File: config.mk
export PLATFORM = sky130hd
export DESIGN_NAME = dmi_top
export DESIGN_NICKNAME = d
export VERILOG_FILES = /design/src/verilog/dmi_pkg.sv /design/src/verilog/dm_regs.sv /design/src/verilog/dmi_ingress.sv /design/src/verilog/dmi_req_fifo.sv /design/src/verilog/dmi_top.sv
export VERILOG_INCLUDE_DIRS = /design/src /design/src/verilog
export SDC_FILE = /design/constraint.sdc
export NUM_CORES = 1
export LEC_CHECK = 0
export BUFFER_PORTS_ARGS = -buffer_cell sky130_fd_sc_hd__buf_2
export CAP_MARGIN = 15
export CORE_ASPECT_RATIO = 0.6
export CORE_MARGIN = 2
export CORE_UTILIZATION = 46
export CTS_CLUSTER_SIZE = 16
export DETAILED_ROUTE_END_ITERATION = 7
export GPL_ROUTABILITY_DRIVEN = 0
export GPL_TIMING_DRIVEN = 0
export HOLD_SLACK_MARGIN = 0.15
export SLEW_MARGIN = 0
export SYNTH_ARGS = -nofsm -noshare
export SYNTH_HDL_FRONTEND = slang
export SYNTH_SLANG_ARGS = --single-unit
File: constraint.sdc
create_clock -name clk_i -period 10.7 [get_ports clk_i]
set_clock_uncertainty 0.2 [all_clocks]
set_input_delay 0.535 -clock clk_i [delete_from_list [all_inputs] [get_ports clk_i]]
set_output_delay 0.535 -clock clk_i [all_outputs]
set_load 0.005 [all_outputs]
File: src/verilog/dmi_params.svh
`ifndef DMI_PARAMS_SVH
`define DMI_PARAMS_SVH

// ------------------------------------------------------------
// DMI widths and buffering
// ------------------------------------------------------------
`define DMI_ADDR_W      7
`define DMI_DATA_W      32
`define DMI_FIFO_DEPTH  4

// hart count and boot window
`define NR_HARTS        4
`define DMI_DEL_CYCLES  500

// ------------------------------------------------------------
// debug register map
// ------------------------------------------------------------
`define ADDR_DATA0      7'h04
`define ADDR_DATA1      7'h05
`define ADDR_DMCONTROL  7'h10
`define ADDR_DMSTATUS   7'h11

`define DM_VERSION      2 // debug spec 0.13

`endif

File: src/verilog/dmi_pkg.sv
`include "dmi_params.svh"

package dmi_pkg;

  // ------------------------------------------------------------
  // encodings seen on the DMI port
  // ------------------------------------------------------------
  typedef enum logic [1:0] {
    NOP   = 2'h0,
    READ  = 2'h1,
    WRITE = 2'h2,
    RSVD  = 2'h3
  } dmi_op_e;

  typedef enum logic [1:0] {
    SUCCESS   = 2'h0,
    RSVD_CODE = 2'h1,
    FAILED    = 2'h2,
    BUSY      = 2'h3
  } dmi_status_e;

  typedef struct packed {
    logic [`DMI_ADDR_W-1:0] addr;
    dmi_op_e                op;
    logic [`DMI_DATA_W-1:0] data;
  } dmi_req_t;

  typedef struct packed {
    dmi_status_e            resp;
    logic [`DMI_DATA_W-1:0] data;
  } dmi_resp_t;

  // ------------------------------------------------------------
  // internal command after address decode
  // ------------------------------------------------------------
  typedef enum logic [2:0] {
    REG_DATA0,
    REG_DATA1,
    REG_DMCONTROL,
    REG_DMSTATUS,
    REG_NONE
  } dm_reg_e;

  typedef struct packed {
    dm_reg_e                reg_sel;
    dmi_op_e                op;
    logic [`DMI_DATA_W-1:0] data;
  } dm_cmd_t;

  typedef enum logic {
    ST_IDLE,
    ST_RESP
  } dm_state_e;

endpackage

File: src/verilog/dm_regs.sv
`timescale 1ns/10ps
`include "dmi_params.svh"

module dm_regs (
  input  logic                 clk_i,
  input  logic                 ndmreset_n,
  // commands from the FIFO
  input  logic                 cmd_valid_i,
  output logic                 cmd_ready_o,
  input  dmi_pkg::dm_cmd_t     cmd_i,
  // DMI response
  output logic                 resp_valid_o,
  input  logic                 resp_ready_i,
  output dmi_pkg::dmi_resp_t   resp_o,
  // debug module outputs
  output logic                 dm_rst_o,
  output logic [`NR_HARTS-1:0] debug_req_o
);
  import dmi_pkg::*;

  localparam int unsigned DEL_W = $clog2(`DMI_DEL_CYCLES + 1);

  dm_state_e              state_q;
  dmi_resp_t              resp_q, resp_d;
  logic                   accept;

  logic [`DMI_DATA_W-1:0] data0_q, data1_q;
  logic                   dmactive_q, ndmreset_q, haltreq_q;
  logic [1:0]             hartsel_q;
  logic [DEL_W-1:0]       del_cnt_q;

  logic [`DMI_DATA_W-1:0] dmcontrol, dmstatus, rdata;
  logic [`NR_HARTS-1:0]   hart_sel_dec;

  assign cmd_ready_o  = (state_q == ST_IDLE);
  assign accept       = cmd_valid_i & cmd_ready_o;
  assign resp_valid_o = (state_q == ST_RESP);
  assign resp_o       = resp_q;

  // ------------------------------------------------------------
  // register views and read mux
  // ------------------------------------------------------------
  assign dmcontrol = {haltreq_q, 13'b0, hartsel_q, 14'b0, ndmreset_q, dmactive_q};
  assign dmstatus  = {24'b0, 1'b1, 3'b0, 4'(`DM_VERSION)}; // authenticated always set

  always_comb begin
    case (cmd_i.reg_sel)
      REG_DATA0:     rdata = data0_q;
      REG_DATA1:     rdata = data1_q;
      REG_DMCONTROL: rdata = dmcontrol;
      REG_DMSTATUS:  rdata = dmstatus;
      default:       rdata = '0;
    endcase
  end

  always_comb begin
    resp_d.resp = SUCCESS;
    resp_d.data = '0;
    case (cmd_i.op)
      READ:    resp_d.data = rdata;
      RSVD:    resp_d.resp = FAILED;
      default: ; // NOP and WRITE answer zero
    endcase
  end

  // ------------------------------------------------------------
  // FSM and register writes
  // ------------------------------------------------------------
  always_ff @(posedge clk_i or negedge ndmreset_n) begin
    if (!ndmreset_n) begin
      state_q    <= ST_IDLE;
      data0_q    <= '0;
      data1_q    <= '0;
      dmactive_q <= 1'b0;
      ndmreset_q <= 1'b0;
      haltreq_q  <= 1'b0;
      hartsel_q  <= '0;
    end else begin
      case (state_q)
        ST_IDLE: if (accept) state_q <= ST_RESP;
        ST_RESP: if (resp_ready_i) state_q <= ST_IDLE;
        default: state_q <= ST_IDLE;
      endcase

      if (accept && cmd_i.op == WRITE) begin
        case (cmd_i.reg_sel)
          REG_DATA0: data0_q <= cmd_i.data;
          REG_DATA1: data1_q <= cmd_i.data;
          REG_DMCONTROL: begin
            dmactive_q <= cmd_i.data[0];
            if (dmactive_q) begin // inactive DM only sees dmactive
              ndmreset_q <= cmd_i.data[1];
              hartsel_q  <= cmd_i.data[17:16];
              haltreq_q  <= cmd_i.data[31];
            end
          end
          default: ; // DMSTATUS is read-only
        endcase
      end
    end
  end

  always_ff @(posedge clk_i) begin
    if (accept) begin
      resp_q <= resp_d;
    end
  end

  // ------------------------------------------------------------
  // boot delay before halt requests reach the harts
  // ------------------------------------------------------------
  always_ff @(posedge clk_i or negedge ndmreset_n) begin
    if (!ndmreset_n) begin
      del_cnt_q <= DEL_W'(`DMI_DEL_CYCLES);
    end else if (del_cnt_q != '0) begin
      del_cnt_q <= del_cnt_q - 1'b1;
    end
  end

  assign hart_sel_dec = `NR_HARTS'(1) << hartsel_q;
  assign debug_req_o  = (haltreq_q && dmactive_q && del_cnt_q == '0) ? hart_sel_dec : '0;
  assign dm_rst_o     = ndmreset_q & dmactive_q;

endmodule

File: src/verilog/dmi_ingress.sv
`timescale 1ns/10ps
`include "dmi_params.svh"

module dmi_ingress (
  input  logic              clk_i,
  input  logic              ndmreset_n,
  // external DMI request
  input  logic              req_valid_i,
  output logic              req_ready_o,
  input  dmi_pkg::dmi_req_t req_i,
  // decoded command towards the FIFO
  output logic              cmd_valid_o,
  input  logic              cmd_ready_i,
  output dmi_pkg::dm_cmd_t  cmd_o
);
  import dmi_pkg::*;

  logic    valid_q;
  dm_cmd_t cmd_q;
  dm_cmd_t cmd_d;

  // ------------------------------------------------------------
  // address decode
  // ------------------------------------------------------------
  always_comb begin
    cmd_d.op   = req_i.op;
    cmd_d.data = req_i.data;
    case (req_i.addr)
      `ADDR_DATA0:     cmd_d.reg_sel = REG_DATA0;
      `ADDR_DATA1:     cmd_d.reg_sel = REG_DATA1;
      `ADDR_DMCONTROL: cmd_d.reg_sel = REG_DMCONTROL;
      `ADDR_DMSTATUS:  cmd_d.reg_sel = REG_DMSTATUS;
      default:         cmd_d.reg_sel = REG_NONE; // unmapped
    endcase
  end

  // empty, or the held entry leaves this cycle
  // closed while reset is held
  assign req_ready_o = ndmreset_n & (~valid_q | cmd_ready_i);

  always_ff @(posedge clk_i or negedge ndmreset_n) begin
    if (!ndmreset_n) begin
      valid_q <= 1'b0;
    end else if (req_ready_o) begin
      valid_q <= req_valid_i;
    end
  end

  // payload only moves on a transfer
  always_ff @(posedge clk_i) begin
    if (req_valid_i && req_ready_o) begin
      cmd_q <= cmd_d;
    end
  end

  assign cmd_valid_o = valid_q;
  assign cmd_o       = cmd_q;

endmodule

File: src/verilog/dmi_req_fifo.sv
`timescale 1ns/10ps
`include "dmi_params.svh"

module dmi_req_fifo #(
  parameter int unsigned DEPTH = `DMI_FIFO_DEPTH // power of two, 2 or more
) (
  input  logic             clk_i,
  input  logic             ndmreset_n,
  input  logic             wr_valid_i,
  output logic             wr_ready_o,
  input  dmi_pkg::dm_cmd_t wr_data_i,
  output logic             rd_valid_o,
  input  logic             rd_ready_i,
  output dmi_pkg::dm_cmd_t rd_data_o
);
  import dmi_pkg::*;

  localparam int unsigned PTR_W = $clog2(DEPTH);
  localparam int unsigned CNT_W = PTR_W + 1;

  dm_cmd_t          mem [DEPTH];
  logic [PTR_W-1:0] wr_ptr_q, rd_ptr_q;
  logic [CNT_W-1:0] count_q;
  logic             full, wr_en, rd_en;

  assign full       = (count_q == CNT_W'(DEPTH));
  assign rd_valid_o = (count_q != '0);
  assign wr_ready_o = ~full | rd_ready_i; // full only takes a write alongside a read
  assign wr_en      = wr_valid_i & wr_ready_o;
  assign rd_en      = rd_valid_o & rd_ready_i;
  assign rd_data_o  = mem[rd_ptr_q];

  // ------------------------------------------------------------
  // pointers and occupancy
  // ------------------------------------------------------------
  always_ff @(posedge clk_i or negedge ndmreset_n) begin
    if (!ndmreset_n) begin
      wr_ptr_q <= '0;
      rd_ptr_q <= '0;
      count_q  <= '0;
    end else begin
      if (wr_en) wr_ptr_q <= wr_ptr_q + 1'b1; // wraps at DEPTH
      if (rd_en) rd_ptr_q <= rd_ptr_q + 1'b1;
      case ({wr_en, rd_en})
        2'b10:   count_q <= count_q + 1'b1;
        2'b01:   count_q <= count_q - 1'b1;
        default: count_q <= count_q;
      endcase
    end
  end

  always_ff @(posedge clk_i) begin
    if (wr_en) begin
      mem[wr_ptr_q] <= wr_data_i;
    end
  end

endmodule

File: src/verilog/dmi_top.sv
`timescale 1ns/10ps
`include "dmi_params.svh"

module dmi_top (
  input  logic                 clk_i,
  input  logic                 ndmreset_n,
  // DMI request
  input  logic                 dmi_req_valid_i,
  output logic                 dmi_req_ready_o,
  input  dmi_pkg::dmi_req_t    dmi_req_i,
  // DMI response
  output logic                 dmi_resp_valid_o,
  input  logic                 dmi_resp_ready_i,
  output dmi_pkg::dmi_resp_t   dmi_resp_o,
  // to the harts
  output logic                 dm_rst_o,
  output logic [`NR_HARTS-1:0] debug_req_o
);
  import dmi_pkg::*;

  logic    ing_valid, ing_ready;
  dm_cmd_t ing_cmd;
  logic    fifo_valid, fifo_ready;
  dm_cmd_t fifo_cmd;

  // ------------------------------------------------------------
  // ingress -> FIFO -> register block
  // ------------------------------------------------------------
  dmi_ingress i_dmi_ingress (
    .clk_i       ( clk_i           ),
    .ndmreset_n  ( ndmreset_n      ),
    .req_valid_i ( dmi_req_valid_i ),
    .req_ready_o ( dmi_req_ready_o ),
    .req_i       ( dmi_req_i       ),
    .cmd_valid_o ( ing_valid       ),
    .cmd_ready_i ( ing_ready       ),
    .cmd_o       ( ing_cmd         )
  );

  dmi_req_fifo #(
    .DEPTH ( `DMI_FIFO_DEPTH )
  ) i_dmi_req_fifo (
    .clk_i      ( clk_i      ),
    .ndmreset_n ( ndmreset_n ),
    .wr_valid_i ( ing_valid  ),
    .wr_ready_o ( ing_ready  ),
    .wr_data_i  ( ing_cmd    ),
    .rd_valid_o ( fifo_valid ),
    .rd_ready_i ( fifo_ready ),
    .rd_data_o  ( fifo_cmd   )
  );

  dm_regs i_dm_regs (
    .clk_i        ( clk_i            ),
    .ndmreset_n   ( ndmreset_n       ),
    .cmd_valid_i  ( fifo_valid       ),
    .cmd_ready_o  ( fifo_ready       ),
    .cmd_i        ( fifo_cmd         ),
    .resp_valid_o ( dmi_resp_valid_o ),
    .resp_ready_i ( dmi_resp_ready_i ),
    .resp_o       ( dmi_resp_o       ),
    .dm_rst_o     ( dm_rst_o         ),
    .debug_req_o  ( debug_req_o      ) // gated by boot delay
  );

endmodule
Word-level counts from Yosys, hierarchy flattened
Memory sizes are Yosys's and may differ from the RTL's.
Index checks and enable logic that the tools add are counted.
{ "classes": {"add_sub_neg": 5, "n_eq_ne": 13, "shift": 1, "mux": 10, "bitwise": 9, "n_reduce_logical": 13} }
{ "op_table": {"columns": ["cell", "n"], "rows": [
  ["$pmux 32 s4", 1],
  ["$eq 7x3->1 const B", 2],
  ["$eq 7x5->1 const B", 2],
  ["$pmux 3 s4", 1],
  ["$logic_not 9->1", 1],
  ["$reduce_bool 9->1", 1],
  ["$sub 9x1->9 const B", 1],
  ["$eq 2x2->1 const B", 3],
  ["$eq 3x2->1 const B", 2],
  ["$pmux 3 s2", 1],
  ["$reduce_and 2->1", 3],
  ["$add 2x1->2 const B", 2],
  ["$and 1x1->1", 4],
  ["$eq 2x1->1 const B", 2],
  ["$logic_and 1x1->1", 4],
  ["$mux 1", 4],
  ["$mux 4", 1],
  ["$shl 1x2->4 const A", 1],
  ["$add 3x1->3 const B", 1],
  ["$eq 3x1->1 const B", 1],
  ["$eq 3x3->1 const B", 1],
  ["$logic_not 3->1", 1],
  ["$not 1->1", 3],
  ["$reduce_and 3->1", 1],
  ["other kinds (6)", 7]
]} }
{ "word_totals": {"reg_bits": 158, "ram_bits": 148, "in_bits": 45, "out_inout_bits": 41, "wordCells": 69, "memories": 1} }
{ "memory_table": {"columns": ["name", "depth", "width", "read_ports", "rd_ports_with_merged_regs", "wr", "line_no", "source"], "rows": [
  ["i_dmi_req_fifo.mem", 4, 37, 1, 0, 1, "dmi_req_fifo.sv:21", "dm_cmd_t mem [DEPTH];"]
]} }

Depth between registers and ports, before layout
Gate-level depths: netlist of run 1.
{ "logic_depth": {"depth_word": 6, "depth_mapped": 10, "ltp_nobuf": 10} }

Cells and area by module
From an unflattened synthesis of run 1, not the netlist that was laid out.
{ "hier_totals": {"cells_unflattened": 605, "hier_area_um2": 11583.6} }
{ "modules_own_cells": {"columns": ["mod", "n_inst", "cells_each", "area_per_inst_um2", "seq_area_each_um2"], "rows": [
  ["dmi_req_fifo", 1, 232, 5764.3, 4619.4],
  ["dm_regs", 1, 325, 4611.9, 2975.4],
  ["dmi_ingress", 1, 48, 1207.4, 1136.1]
]} }

Worst setup path before layout of run 1
OpenSTA, ideal clock, no wires.
{ "synth_path": {"path_kind": "reg2reg", "from": "register i_dmi_req_fifo.count_q[0]", "to": "register i_dmi_req_fifo.count_q[2]", "setup_ns": 0.079, "t_arrival_ns": 3.226, "t_required_ns": 10.421, "setup_slack_ns": 7.195, "stages_incl_launch_ff": 9, "n_path_buf": 0, "synth_period_minus_slack_ns": 3.505, "cell_sequence": "dfrtp_1 nor3_1 nor2_1 ha_1 inv_1 fa_1 xor2_1 nor2_1 xor2_1"} }
{ "synth_between": {"word_cells_on_any_way": 12, "classes_between": "2 x add/sub; 3 x eq/ne; 1 x mux; 4 x bitwise; 2 x reduce/logical"} }
{ "synth_lines": {"columns": ["element", "line_no", "source"], "rows": [
  ["start, declared", "dmi_req_fifo.sv:23", "logic [CNT_W-1:0] count_q;"],
  ["start signal, assigned", "dmi_req_fifo.sv:45", "2'b10: count_q <= count_q + 1'b1;"],
  ["start signal, assigned", "dmi_req_fifo.sv:46", "2'b01: count_q <= count_q - 1'b1;"],
  ["start signal, assigned", "dmi_req_fifo.sv:47", "default: count_q <= count_q;"],
  ["$reduce_bool 3->1 (*)", "dmi_req_fifo.sv:27", "assign rd_valid_o = (count_q != '0);"],
  ["$and 1x1->1 (*)", null, null],
  ["named net i_dm_regs.accept", "dm_regs.sv:25", "logic accept;"],
  ["$eq 2x1->1 or $eq 2x2->1 (tied branches)", "dmi_req_fifo.sv:44", "case ({wr_en, rd_en})"],
  ["$pmux 3 s2 or $reduce_bool 2->1 (tied branches)", null, null]
]} }
Mark *: on every way through the listed nets, which the timed path passes. The rest lies on a longest branch.
A chain may end at the register's enable or synchronous reset.

Worst setup path after layout of run 1
{ "layout_path": {"from": "register i_dm_regs.del_cnt_q[3]", "to": "output debug_req_o[0]"} }
{ "layout_between": {"elab_chain_len": 3} }
{ "layout_lines": {"columns": ["element", "line_no", "source"], "rows": [
  ["start, declared", "dm_regs.sv:30", "logic [DEL_W-1:0] del_cnt_q;"],
  ["start signal, assigned", "dm_regs.sv:114", "del_cnt_q <= DEL_W'(`DMI_DEL_CYCLES);"],
  ["start signal, assigned", "dm_regs.sv:116", "del_cnt_q <= del_cnt_q - 1'b1;"],
  ["$logic_not 9->1", "dm_regs.sv:121", "assign debug_req_o = (haltreq_q && dmactive_q && del_cnt_q == '0) ? hart_sel_dec : '0;"],
  ["$logic_and 1x1->1", "dm_regs.sv:121", null],
  ["$mux 4", "dm_regs.sv:121", null],
  ["end, declared", "dmi_top.sv:17", "output logic [`NR_HARTS-1:0] debug_req_o"]
]} }
No other way between the ends.

==> metrics, run 1 <==
Total Power 0.003706 W; die height 127.6 um; Slew @ Worst Pin 984.9 ps; Setup CP Type register to output pin; largest family of logic cells by synthesized area multiplexers; leakage 5.320 nW; register bit count reported by yosys 305; post-DR vias/cell 5.240; Final ANT Viol Nets 0; hold depth 2; Peak VDD IR 98.55 uV; crit path max fanout 10; Area contributors post-synth edfxtp_1 56%, dfrtp_1 17%, mux2_1 6.9%; first-pass GRT wire length 36.20 mm; Post-Synth XOR/XNOR Area 1.048%; syn_area_per_cell 19.51 um^2; Layout area overhead 20.01%; clock-pin transition on the worst setup and hold timing paths 60 ps; Slew headroom 34.34%; clk_lat worst skew 550 ps; overall routed net length 23.22 mm; reg-to-reg endpoint i_dm_regs.resp_o[28]; largest net degree at the start of global routing 72; share of cells above drive strength 1 28.90%; clk sinks 305; most common cell after layout, fill and taps aside edfxtp_1; post-synthesis sequential area ratio 74.60%; cts repair resizes 0; initial DRC count 328; CP peak stage delay 410 ps; DR vias 5822; syn_nets 653; post-synthesis mux area share 14.54%; largest area contributor in the netlist edfxtp_1; Synth Cell Area 11700 um^2; Placed Cells incl. Taps 1020; DRC 0; Crit path required time 9970 ps; worst-path cell chain or3_1 -> nand4bb_1 -> clkbuf_1 -> nor4_1 -> buf_2; f_max 318.5 MHz; GRT Total Usage 18.24%; synth unique cells 48; post-route minimum period 3139 ps; Wirelength per Cell 20.90 um; Hold Vio Cnt, Final 0; Post-layout nets 812; Worst R2R Path Depth 7; CP Launch Point i_dm_regs.del_cnt_q[3]; Setup WS pre-CTS 7630 ps; top cell type's share of synthesized area 55.93%; YS warnings 0; adder-cell share of the synthesized area 0.9194%; Overflow after GRT 0; CTS Buffer Depth 3; status finished clean; Hold Startpoint dmi_req_i[34]; WHS Endpoint i_dmi_ingress.cmd_o[34]; CTS tree done; CP endpoint kind output pin; Power Density 263.9 nW/um^2; number of flops mapped to enable cells by yosys 218; RSZ-0062 raised after global routing false; row cnt 45; H-tree levels 1; Crit path max-delay family simple AND/OR/NAND/NOR gates; fin crit share 29.34%; starting density of the core 46.50%; CP max stage cell or3_1; CTS root buf clkbuf_16; TNS Setup 0 ps; most common flop cell mapped by yosys edfxtp_1; area of the core 25170 um^2; Max Cap Violations 0; crit start category register; commonest cells after routing, fill and taps aside 218 x edfxtp_1, 90 x buf_2, 81 x dfrtp_1; Die X-Extent 209.9 um; vias in the first global route 6267; WP data arrival 2400 ps; IO Count 86; Post-synth ARST share 28.52%; TritonCTS Buffers 29; dpl hpwl 15.11 mm; simple-gate area share of the yosys netlist 4.426%; final hold slack 170.7 ps; n_diodes 0; Hold Path Class input pin to register; FF-to-FF Start i_dmi_req_fifo.rd_ptr_q[1]; Synth Area in Compound Gates 2.694%; Slew Viols, Final 0; flop-to-flop setup slack 7610 ps; DR pass1 iterations 4; Post-Synthesis Cells 600; final non-filler cell total 1111; crit path buf inv count 2; initial antenna violation count 0; Worst Slack Setup Final 7561 ps; post-CTS setup buffers 0; PortBufs 84; # setup viols final 0; Die Area 26780 um^2
worst reg2reg max path, cell delays in order (launching register included):
cell and delay (ps):
dfrtp_1 350, clkbuf_1 510, mux4_2 430, buf_2 240, nor3_4 510, buf_2 360
a22oi_1 100, nor2_1 210
power by group:
| part | switching, W | internal, W |
|---|---|---|
| Clock | 0.000429 | 0.000616 |
| Combinational | 0.000526 | 0.000407 |
| Sequential | 0.000125 | 0.00160 |
flip-flops by register name, indices dropped and copies added, names as in the netlist, 2 cells and up:
name / count
i_dmi_ingress.cmd_o: 37
i_dm_regs.resp_o: 33
i_dm_regs.data0_q: 32
i_dm_regs.del_cnt_q: 9
i_dmi_req_fifo.mem: 148
i_dmi_req_fifo.rd_ptr_q: 2
i_dmi_req_fifo.count_q: 3
i_dm_regs.hartsel_q: 2
i_dmi_req_fifo.wr_ptr_q: 2
i_dm_regs.data1_q: 32
metal layers:
| layer | wire (um) | share of wire [%] | global-route usage (%) |
|---|---|---|---|
| met1 | 10880 | 47 | 26.59 |
| met2 | 10680 | 46 | 28.65 |
| met3 | 1221 | 5.3 | 3.392 |
| met4 | 439 | 1.9 | 4.798 |
| met5 | 0 | 0 | 0 |
through the flow:
step	utilization (%)	area [um^2]
6_report	55.81	14050
5_1_grt	55.81	14050
4_1_cts	55.81	14050
3_5_place_dp	50.46	12700
3_3_place_gp	49.81	12540
2_1_floorplan	-	11700
cells by family after synthesis:
group | after synthesis
XOR/XNOR | 14
flip-flops | 305
AO/OA/AOI/OAI | 36
multiplexers | 114
adder cells (fa/ha/maj) | 8
buffers and inverters | 36
other | 1
AND/OR/NAND/NOR | 86
worst max path at each step:
stage / to / slack [ps] / cells after the start
after floorplan: i_dmi_req_fifo.count_q[2] / 7200 / 8
after global placement: i_dmi_req_fifo.count_q[2] / 5780 / 8
after detailed placement: i_dm_regs.resp_o[27] / 7630 / 7
after CTS: debug_req_o[2] / 7560 / 5
after global routing: debug_req_o[0] / 7400 / 5
final: debug_req_o[0] / 7560 / 5
timing repair:
action | 4_1_cts | 5_1_grt
hold endpoints to repair | 123 | 0
hold buffers | 37 | 0
endpoints found under the setup margin | 0 | 0
area by class of cell:
type,count,area [um^2]
tap,329,411.6
multi-input combinational,259,2783
inverter,10,37.54
clock inverter,16,186.4
timing repair buffer,128,940.9
sequential,305,8731
fill,1937,11120
buffer,26,166.4
clock buffer,38,789.5
Yosys cell counts (all sizes together) (4+ instances only):
| cell | count |
|---|---|
| mux2 | 72 |
| nor2 | 38 |
| ha | 7 |
| buf | 19 |
| nand3 | 6 |
| and2 | 7 |
| mux2i | 5 |
| a2bb2oi | 4 |
| dfstp | 6 |
| inv | 10 |
| nor3 | 7 |
| a22oi | 26 |
| nor2b | 5 |
| nand2 | 7 |
| xnor2 | 9 |
| xor2 | 5 |
| clkbuf | 7 |
| dfrtp | 81 |
| nor4 | 5 |
| edfxtp | 218 |
| mux4 | 37 |
(Power assumes the default switching activity.)
==> run 2, diff against run 1 <==
Clock period 10.7 ns to 2.9 ns, I/O delays scaled along.
==> metrics, run 2 (synthesis gave the netlist of run 1 again) <==
dpl hpwl 15.26 mm (+1.0%); CP endpoint kind output pin; f_max 366.8 MHz; Peak VDD IR 455.1 uV (+360%); Crit path required time 2560 ps (-7410 ps); Hold Path Class input pin to register; clk_lat worst skew 540 ps (about the same); overall routed net length 23.44 mm (+0.95%); crit start category register; status finished clean; area of the core 25170 um^2 (unchanged); IO Count 86 (unchanged); FF-to-FF Start i_dmi_req_fifo.rd_ptr_q[0]; fill count 1961 (+1.2%); leakage 5.495 nW (+3.3%); CTS tree done; PortBufs 84 (unchanged); GRT Total Usage 18.28% (+0.043 points); Slew headroom 37.25% (+2.9 points); post-DR vias/cell 5.264 (+0.46%); initial DRC count 396 (+21%); Setup WS pre-CTS -103.3 ps (-7733 ps); clk sinks 305 (unchanged); Int Pwr 0.009406 W (+260%); sw frac 29.44% (+0.32 points); share of cells above drive strength 1 28.12% (-0.78 points); flop-to-flop setup slack 190 ps (-7420 ps); Setup CP Type register to output pin; largest net degree at the start of global routing 53 (-26%); Die X-Extent 209.9 um (unchanged); starting density of the core 46.50% (unchanged); Clk network pwr share 25.7% (-2.5 points); Post-layout nets 858 (+5.7%); CP Launch Point i_dm_regs.del_cnt_q[3]; row cnt 45 (unchanged); CTS Buffer Depth 3 (unchanged); sequential share of power 47.9% (+1.2 points); clock-pin transition on the worst setup and hold timing paths 60 ps (about the same); TritonCTS Buffers 27 (-6.9%); Die Area 26780 um^2 (unchanged); first-pass GRT wire length 36.58 mm (+1.0%); DRC 0 (unchanged); Overflow after GRT 0 (unchanged); CTS root buf clkbuf_16; H-tree levels 1 (unchanged); final non-filler cell total 1154 (+3.9%); RSZ-0062 raised after global routing false; die height 127.6 um (unchanged); # setup viols final 0 (unchanged); vias in the first global route 6288 (+0.34%); WP data arrival 2380 ps (-20 ps); commonest cells after routing, fill and taps aside 218 x edfxtp_1, 90 x buf_2, 81 x dfrtp_1; DR vias 6075 (+4.3%); initial antenna violation count 0 (unchanged); most common cell after layout, fill and taps aside edfxtp_1; Worst Slack Setup Final 173.7 ps (-7387 ps); Placed Cells incl. Taps 1020 (unchanged); Slew Viols, Final 0 (unchanged); NetSw 0.003925 W (+260%); Slew @ Worst Pin 941.3 ps (-43.66 ps); reg-to-reg endpoint i_dm_regs.resp_o[0]; post-route minimum period 2726 ps; Hold Vio Cnt, Final 0 (unchanged); Layout area overhead 23.16%; Gate power share 26.4% (+1.2 points); fin crit share 94.01%; crit path max fanout 10 (unchanged); Power Density 924.9 nW/um^2 (+250%); n_diodes 0 (unchanged); Critical path destination debug_req_o[3]; DR pass1 iterations 5 (+1); Hold Startpoint dmi_req_valid_i; Wirelength per Cell 20.31 um (-2.8%); max FFs per register 148 (unchanged); Biggest register i_dmi_req_fifo.mem; Max Cap Violations 0 (unchanged); Worst R2R Path Depth 6 (-1); Final ANT Viol Nets 0 (unchanged)
-- run 2: cell count changes in the layout (fill, tap and decap cells not counted), sizes merged --
cell / change
inv: -1
bufinv: -4
clkinv: -1
clkbuf: +3
clkinvlp: -1
dlygate4sd3: +43
buf: +4
-- run 2: power by group through the flow --
stage / Clock (W) / Sequential (W) / Combinational, W
floorplan: 0 / 0.00637 / 0.00226
global placement: 0 / 0.00644 / 0.00319
detailed placement: 0 / 0.00647 / 0.00346
CTS: 0.00351 / 0.00638 / 0.00359
global route: 0.00370 / 0.00649 / 0.00385
finish: 0.00342 / 0.00638 / 0.00353
-- run 2: layer usage --
layer	GRT usage (%)	vias to the layer above	part of all wire, %
met5	0	-	0
li1	-	2737	-
met4	3.922	0	1.7
met3	3.294	34	4.2
met2	28.85	144	45
met1	26.98	3160	49
-- run 2: final cells by class --
| cell class | count | area, um^2 | area share, % |
|---|---|---|---|
| Inverter | 10 | 37.54 | 0.2604 |
| Tap cell | 329 | 411.6 | 2.856 |
| Buffer | 26 | 170.2 | 1.181 |
| Timing Repair Buffer | 176 | 1429 | 9.913 |
| Clock inverter | 9 | 42.54 | 0.2951 |
| Clock buffer | 40 | 804.5 | 5.582 |
| Multi-Input combinational cell | 259 | 2788 | 19.34 |
| Sequential cell | 305 | 8731 | 60.57 |
-- run 2: how the worst min path moves through the flow --
| stage | endpoint | cells after the start |
|---|---|---|
| 5_1_grt | i_dmi_ingress.cmd_valid_o | 3 |
| 2_1_floorplan | i_dm_regs.data0_q[0] | 0 |
| 4_1_cts | i_dmi_ingress.cmd_valid_o | 3 |
| 3_3_place_gp | i_dmi_ingress.cmd_o[26] | 1 |
| 3_5_place_dp | i_dmi_ingress.cmd_valid_o | 1 |
| 6_report | i_dmi_ingress.cmd_valid_o | 3 |
-- run 2: worst max-delay path, cell delays in order (launching register included) --
cell	delay, ps
dfrtp_1	400
or3_1	410
nand4bb_1	260
clkbuf_1	280
nor4_1	310
buf_2	170
-- run 2: timing repair --
item	CTS	global route
hold buffers	81	0
setup endpoints to repair	23	21
pin swaps	1	1
resized for setup	2	3
hold endpoints to repair	126	0
buffers inserted	3	1
-- run 2: metrics by stage --
step	hold WS (ps)	utilization (%)	TNS [ps]	area [um^2]	power [W]
floorplan	-350.6	-	0	11710	0.008626
global placement	121.4	49.82	-128880	12540	0.009630
detailed placement	-44.95	50.49	-1068	12710	0.009930
CTS	168.3	57.23	0	14400	0.01349
global route	179.9	57.27	0	14410	0.01403
finish	186.8	57.27	0	14410	0.01333
==> run 3, diff against run 2 <==
Settings changed: ABC_AREA set to 1.
==> metrics, run 3 <==
Setup CP Type register to register; Finished Core Util 57.47% (+0.20 points); initial antenna violation count 0 (unchanged); Slew @ Worst Pin 711.9 ps (-229.3 ps); Post-layout nets 1191 (+39%); crit start category register; Slew Viols, Final 0 (unchanged); CP endpoint kind register; post-CTS setup buffers 0 (-3); GRT Total Usage 20.28% (+2.0 points); H-tree levels 1 (unchanged); Final ANT Viol Nets 0 (unchanged); clock-pin transition on the worst setup and hold timing paths 70 ps (about the same); overall routed net length 26.95 mm (+15%); Synth Cell Area 11830 um^2 (+1.1%); most common cell in the synthesized netlist nand2_1; largest area contributor in the netlist edfxtp_1; post-DR vias/cell 5.110 (-2.9%); TNS Setup 0 ps (unchanged); PortBufs 84 (unchanged); largest family of logic cells by synthesized area simple AND/OR/NAND/NOR gates; top cell type's share of synthesized area 55.34% (-0.59 points); TritonCTS Buffers 27 (unchanged); row cnt 45 (unchanged); synth unique cells 36 (-25%); largest net degree at the start of global routing 57 (+7.5%); Die X-Extent 211.0 um (+0.52%); Peak VDD IR 441.2 uV (-3.1%); Die Area 27060 um^2 (+1.0%); Overflow after GRT 0 (unchanged); Placed Cells incl. Taps 1357 (+33%); Synth Area in Compound Gates 8.536% (+5.8 points); leakage 5.754 nW (+4.7%); number of flops mapped to enable cells by yosys 218 (unchanged); DR pass1 iterations 7 (+2); final non-filler cell total 1488 (+29%); crit path max fanout 10 (unchanged); share of cells above drive strength 1 15.79% (-12 points); simple-gate area share of the yosys netlist 12.61% (+8.2 points); Post-Synthesis Cells 937 (+56%); YS warnings 0 (unchanged); DR vias 7604 (+25%); first-pass GRT wire length 41.51 mm (+13%); status finished clean; syn_nets 990 (+52%); starting density of the core 46.79% (+0.29 points); clk_lat worst skew 560 ps (+20 ps); CTS Buffer Depth 3 (unchanged); post-synthesis sequential area ratio 73.81% (-0.79 points); adder-cell share of the synthesized area 0.9097% (-0.0097 points); Total Power 0.01430 W (+7.3%); dpl hpwl 17.47 mm (+15%); most common cell after layout, fill and taps aside nand2_1; post-route minimum period 2633 ps (-93.22 ps); Synth top cells by count 274 x nand2_1, 218 x edfxtp_1, 81 x dfrtp_1, 64 x o21ai_1, 62 x a21oi_1; RSZ-0062 raised after global routing false; max FFs per register 148 (unchanged); Hold Path Class input pin to register; Slew headroom 52.54% (+15 points); clk sinks 305 (unchanged); Area contributors post-synth edfxtp_1 55%, dfrtp_1 17%, nand2_1 8.7%; Layout area overhead 22.83%; CTS root buf clkbuf_16; commonest cells after routing, fill and taps aside 274 x nand2_1, 218 x edfxtp_1, 106 x buf_2; # setup viols final 0 (unchanged); CTS tree done; Hold Vio Cnt, Final 0 (unchanged); initial DRC count 774 (+95%); Power Density 984.1 nW/um^2 (+6.4%); fin crit share 90.80% (-3.2 points); Crit path required time 3180 ps (+620 ps); vias in the first global route 7142 (+14%); Post-Synth XOR/XNOR Area 0.8145% (-0.23 points); DRC 0 (unchanged); WP data arrival 2910 ps (+530 ps); n_diodes 0 (unchanged); die height 128.2 um (+0.52%); f_max 379.8 MHz (+3.5%); most common flop cell mapped by yosys edfxtp_1; register bit count reported by yosys 305 (unchanged); Wirelength per Cell 18.11 um (-11%); IO Count 86 (unchanged); syn_area_per_cell 12.62 um^2 (-35%); Max Cap Violations 0 (unchanged); Biggest register i_dmi_req_fifo.mem; Post-synth ARST share 28.52% (unchanged); post-synthesis mux area share 0% (-15 points); area of the core 25280 um^2 (+0.45%)
==> run 3: changes by cell type after synthesis, sizes merged, moves of 26 or more <==
cell and change:
nand2 +272, a22oi -26, mux4 -37, a21oi +61
inv +33, o21ai +70, mux2 -72, a32o +28
==> run 3: final cells by class <==
class | count | area [um^2]
fillers | 2087 | 10750
flip-flops and latches | 305 | 8731
multi-input cells | 544 | 2760
repair buffers | 172 | 1399
clock buffers | 36 | 709.4
well taps | 329 | 411.6
plain buffers | 45 | 227.7
inverters | 43 | 161.4
clock inverters | 14 | 128.9
==> run 3: stage by stage <==
| stage | hold WS, ps | instance area, um^2 | setup slack [ps] |
|---|---|---|---|
| after floorplan | -350.6 | 11840 | -11.68 |
| after global placement | 118.9 | 12670 | -2426 |
| after detailed placement | -73.73 | 12860 | 293.5 |
| after CTS | 196.8 | 14520 | 21.55 |
| after global routing | 236.7 | 14530 | 62.47 |
| final | 236.2 | 14530 | 266.9 |
==> run 3: worst paths after layout <==
kind                                       startpoint                       to  slack, ps  cells after the start
min                                     dmi_req_i[35]  i_dmi_ingress.cmd_o[35]        240                      3
min reg2reg                     i_dm_regs.data0_q[22]    i_dm_regs.data0_q[22]        290                      2
max reg2reg                i_dmi_req_fifo.rd_ptr_q[0]    i_dm_regs.data1_q[31]        270                      8
max in group asynchronous                  ndmreset_n   i_dm_regs.del_cnt_q[2]       1690                      4
min in group asynchronous                  ndmreset_n   i_dm_regs.del_cnt_q[6]        490                      3
max                        i_dmi_req_fifo.rd_ptr_q[0]    i_dm_regs.data1_q[31]        270                      8
==> run 3: cells by family (layout without fill, tap and decap cells) <==
| kind of cell | count (synthesis) | in the layout |
|---|---|---|
| AOI/OAI and AO/OA | 169 | 169 |
| xor gates and xnor gates | 11 | 11 |
| adders and majority gates | 8 | 8 |
| buffers and inverters | 88 | 310 |
| DFF | 305 | 305 |
| other | 1 | 1 |
| and+or+nand+nor | 355 | 355 |
==> run 3: where the power goes <==
part	switching (W)	total (W)	internal [W]
clock	0.00156	0.00347	0.00191
combinational	0.00309	0.00450	0.00141
sequential	0.000453	0.00633	0.00588
==> run 3: metal layers <==
| layer | track usage, % | part of all wire, % |
|---|---|---|
| met4 | 4.101 | 1.5 |
| met3 | 4.091 | 6.9 |
| met5 | 0 | 0 |
| met2 | 27.44 | 40 |
| met1 | 33.37 | 51 |
==> run 3: timing repair <==
item,CTS,global route
endpoints found under the setup margin,0,4
endpoints found under the hold margin,163,0
gates resized for setup,0,1
hold buffers,81,0
==> run 3: worst max-delay path, stage by stage, from the launching register on <==
cell and delay [ps]:
dfrtp_1 440, inv_2 90, buf_6 140, buf_2 280
buf_1 430, nand2_1 90, a32oi_1 560, inv_1 170
o21ai_1 170
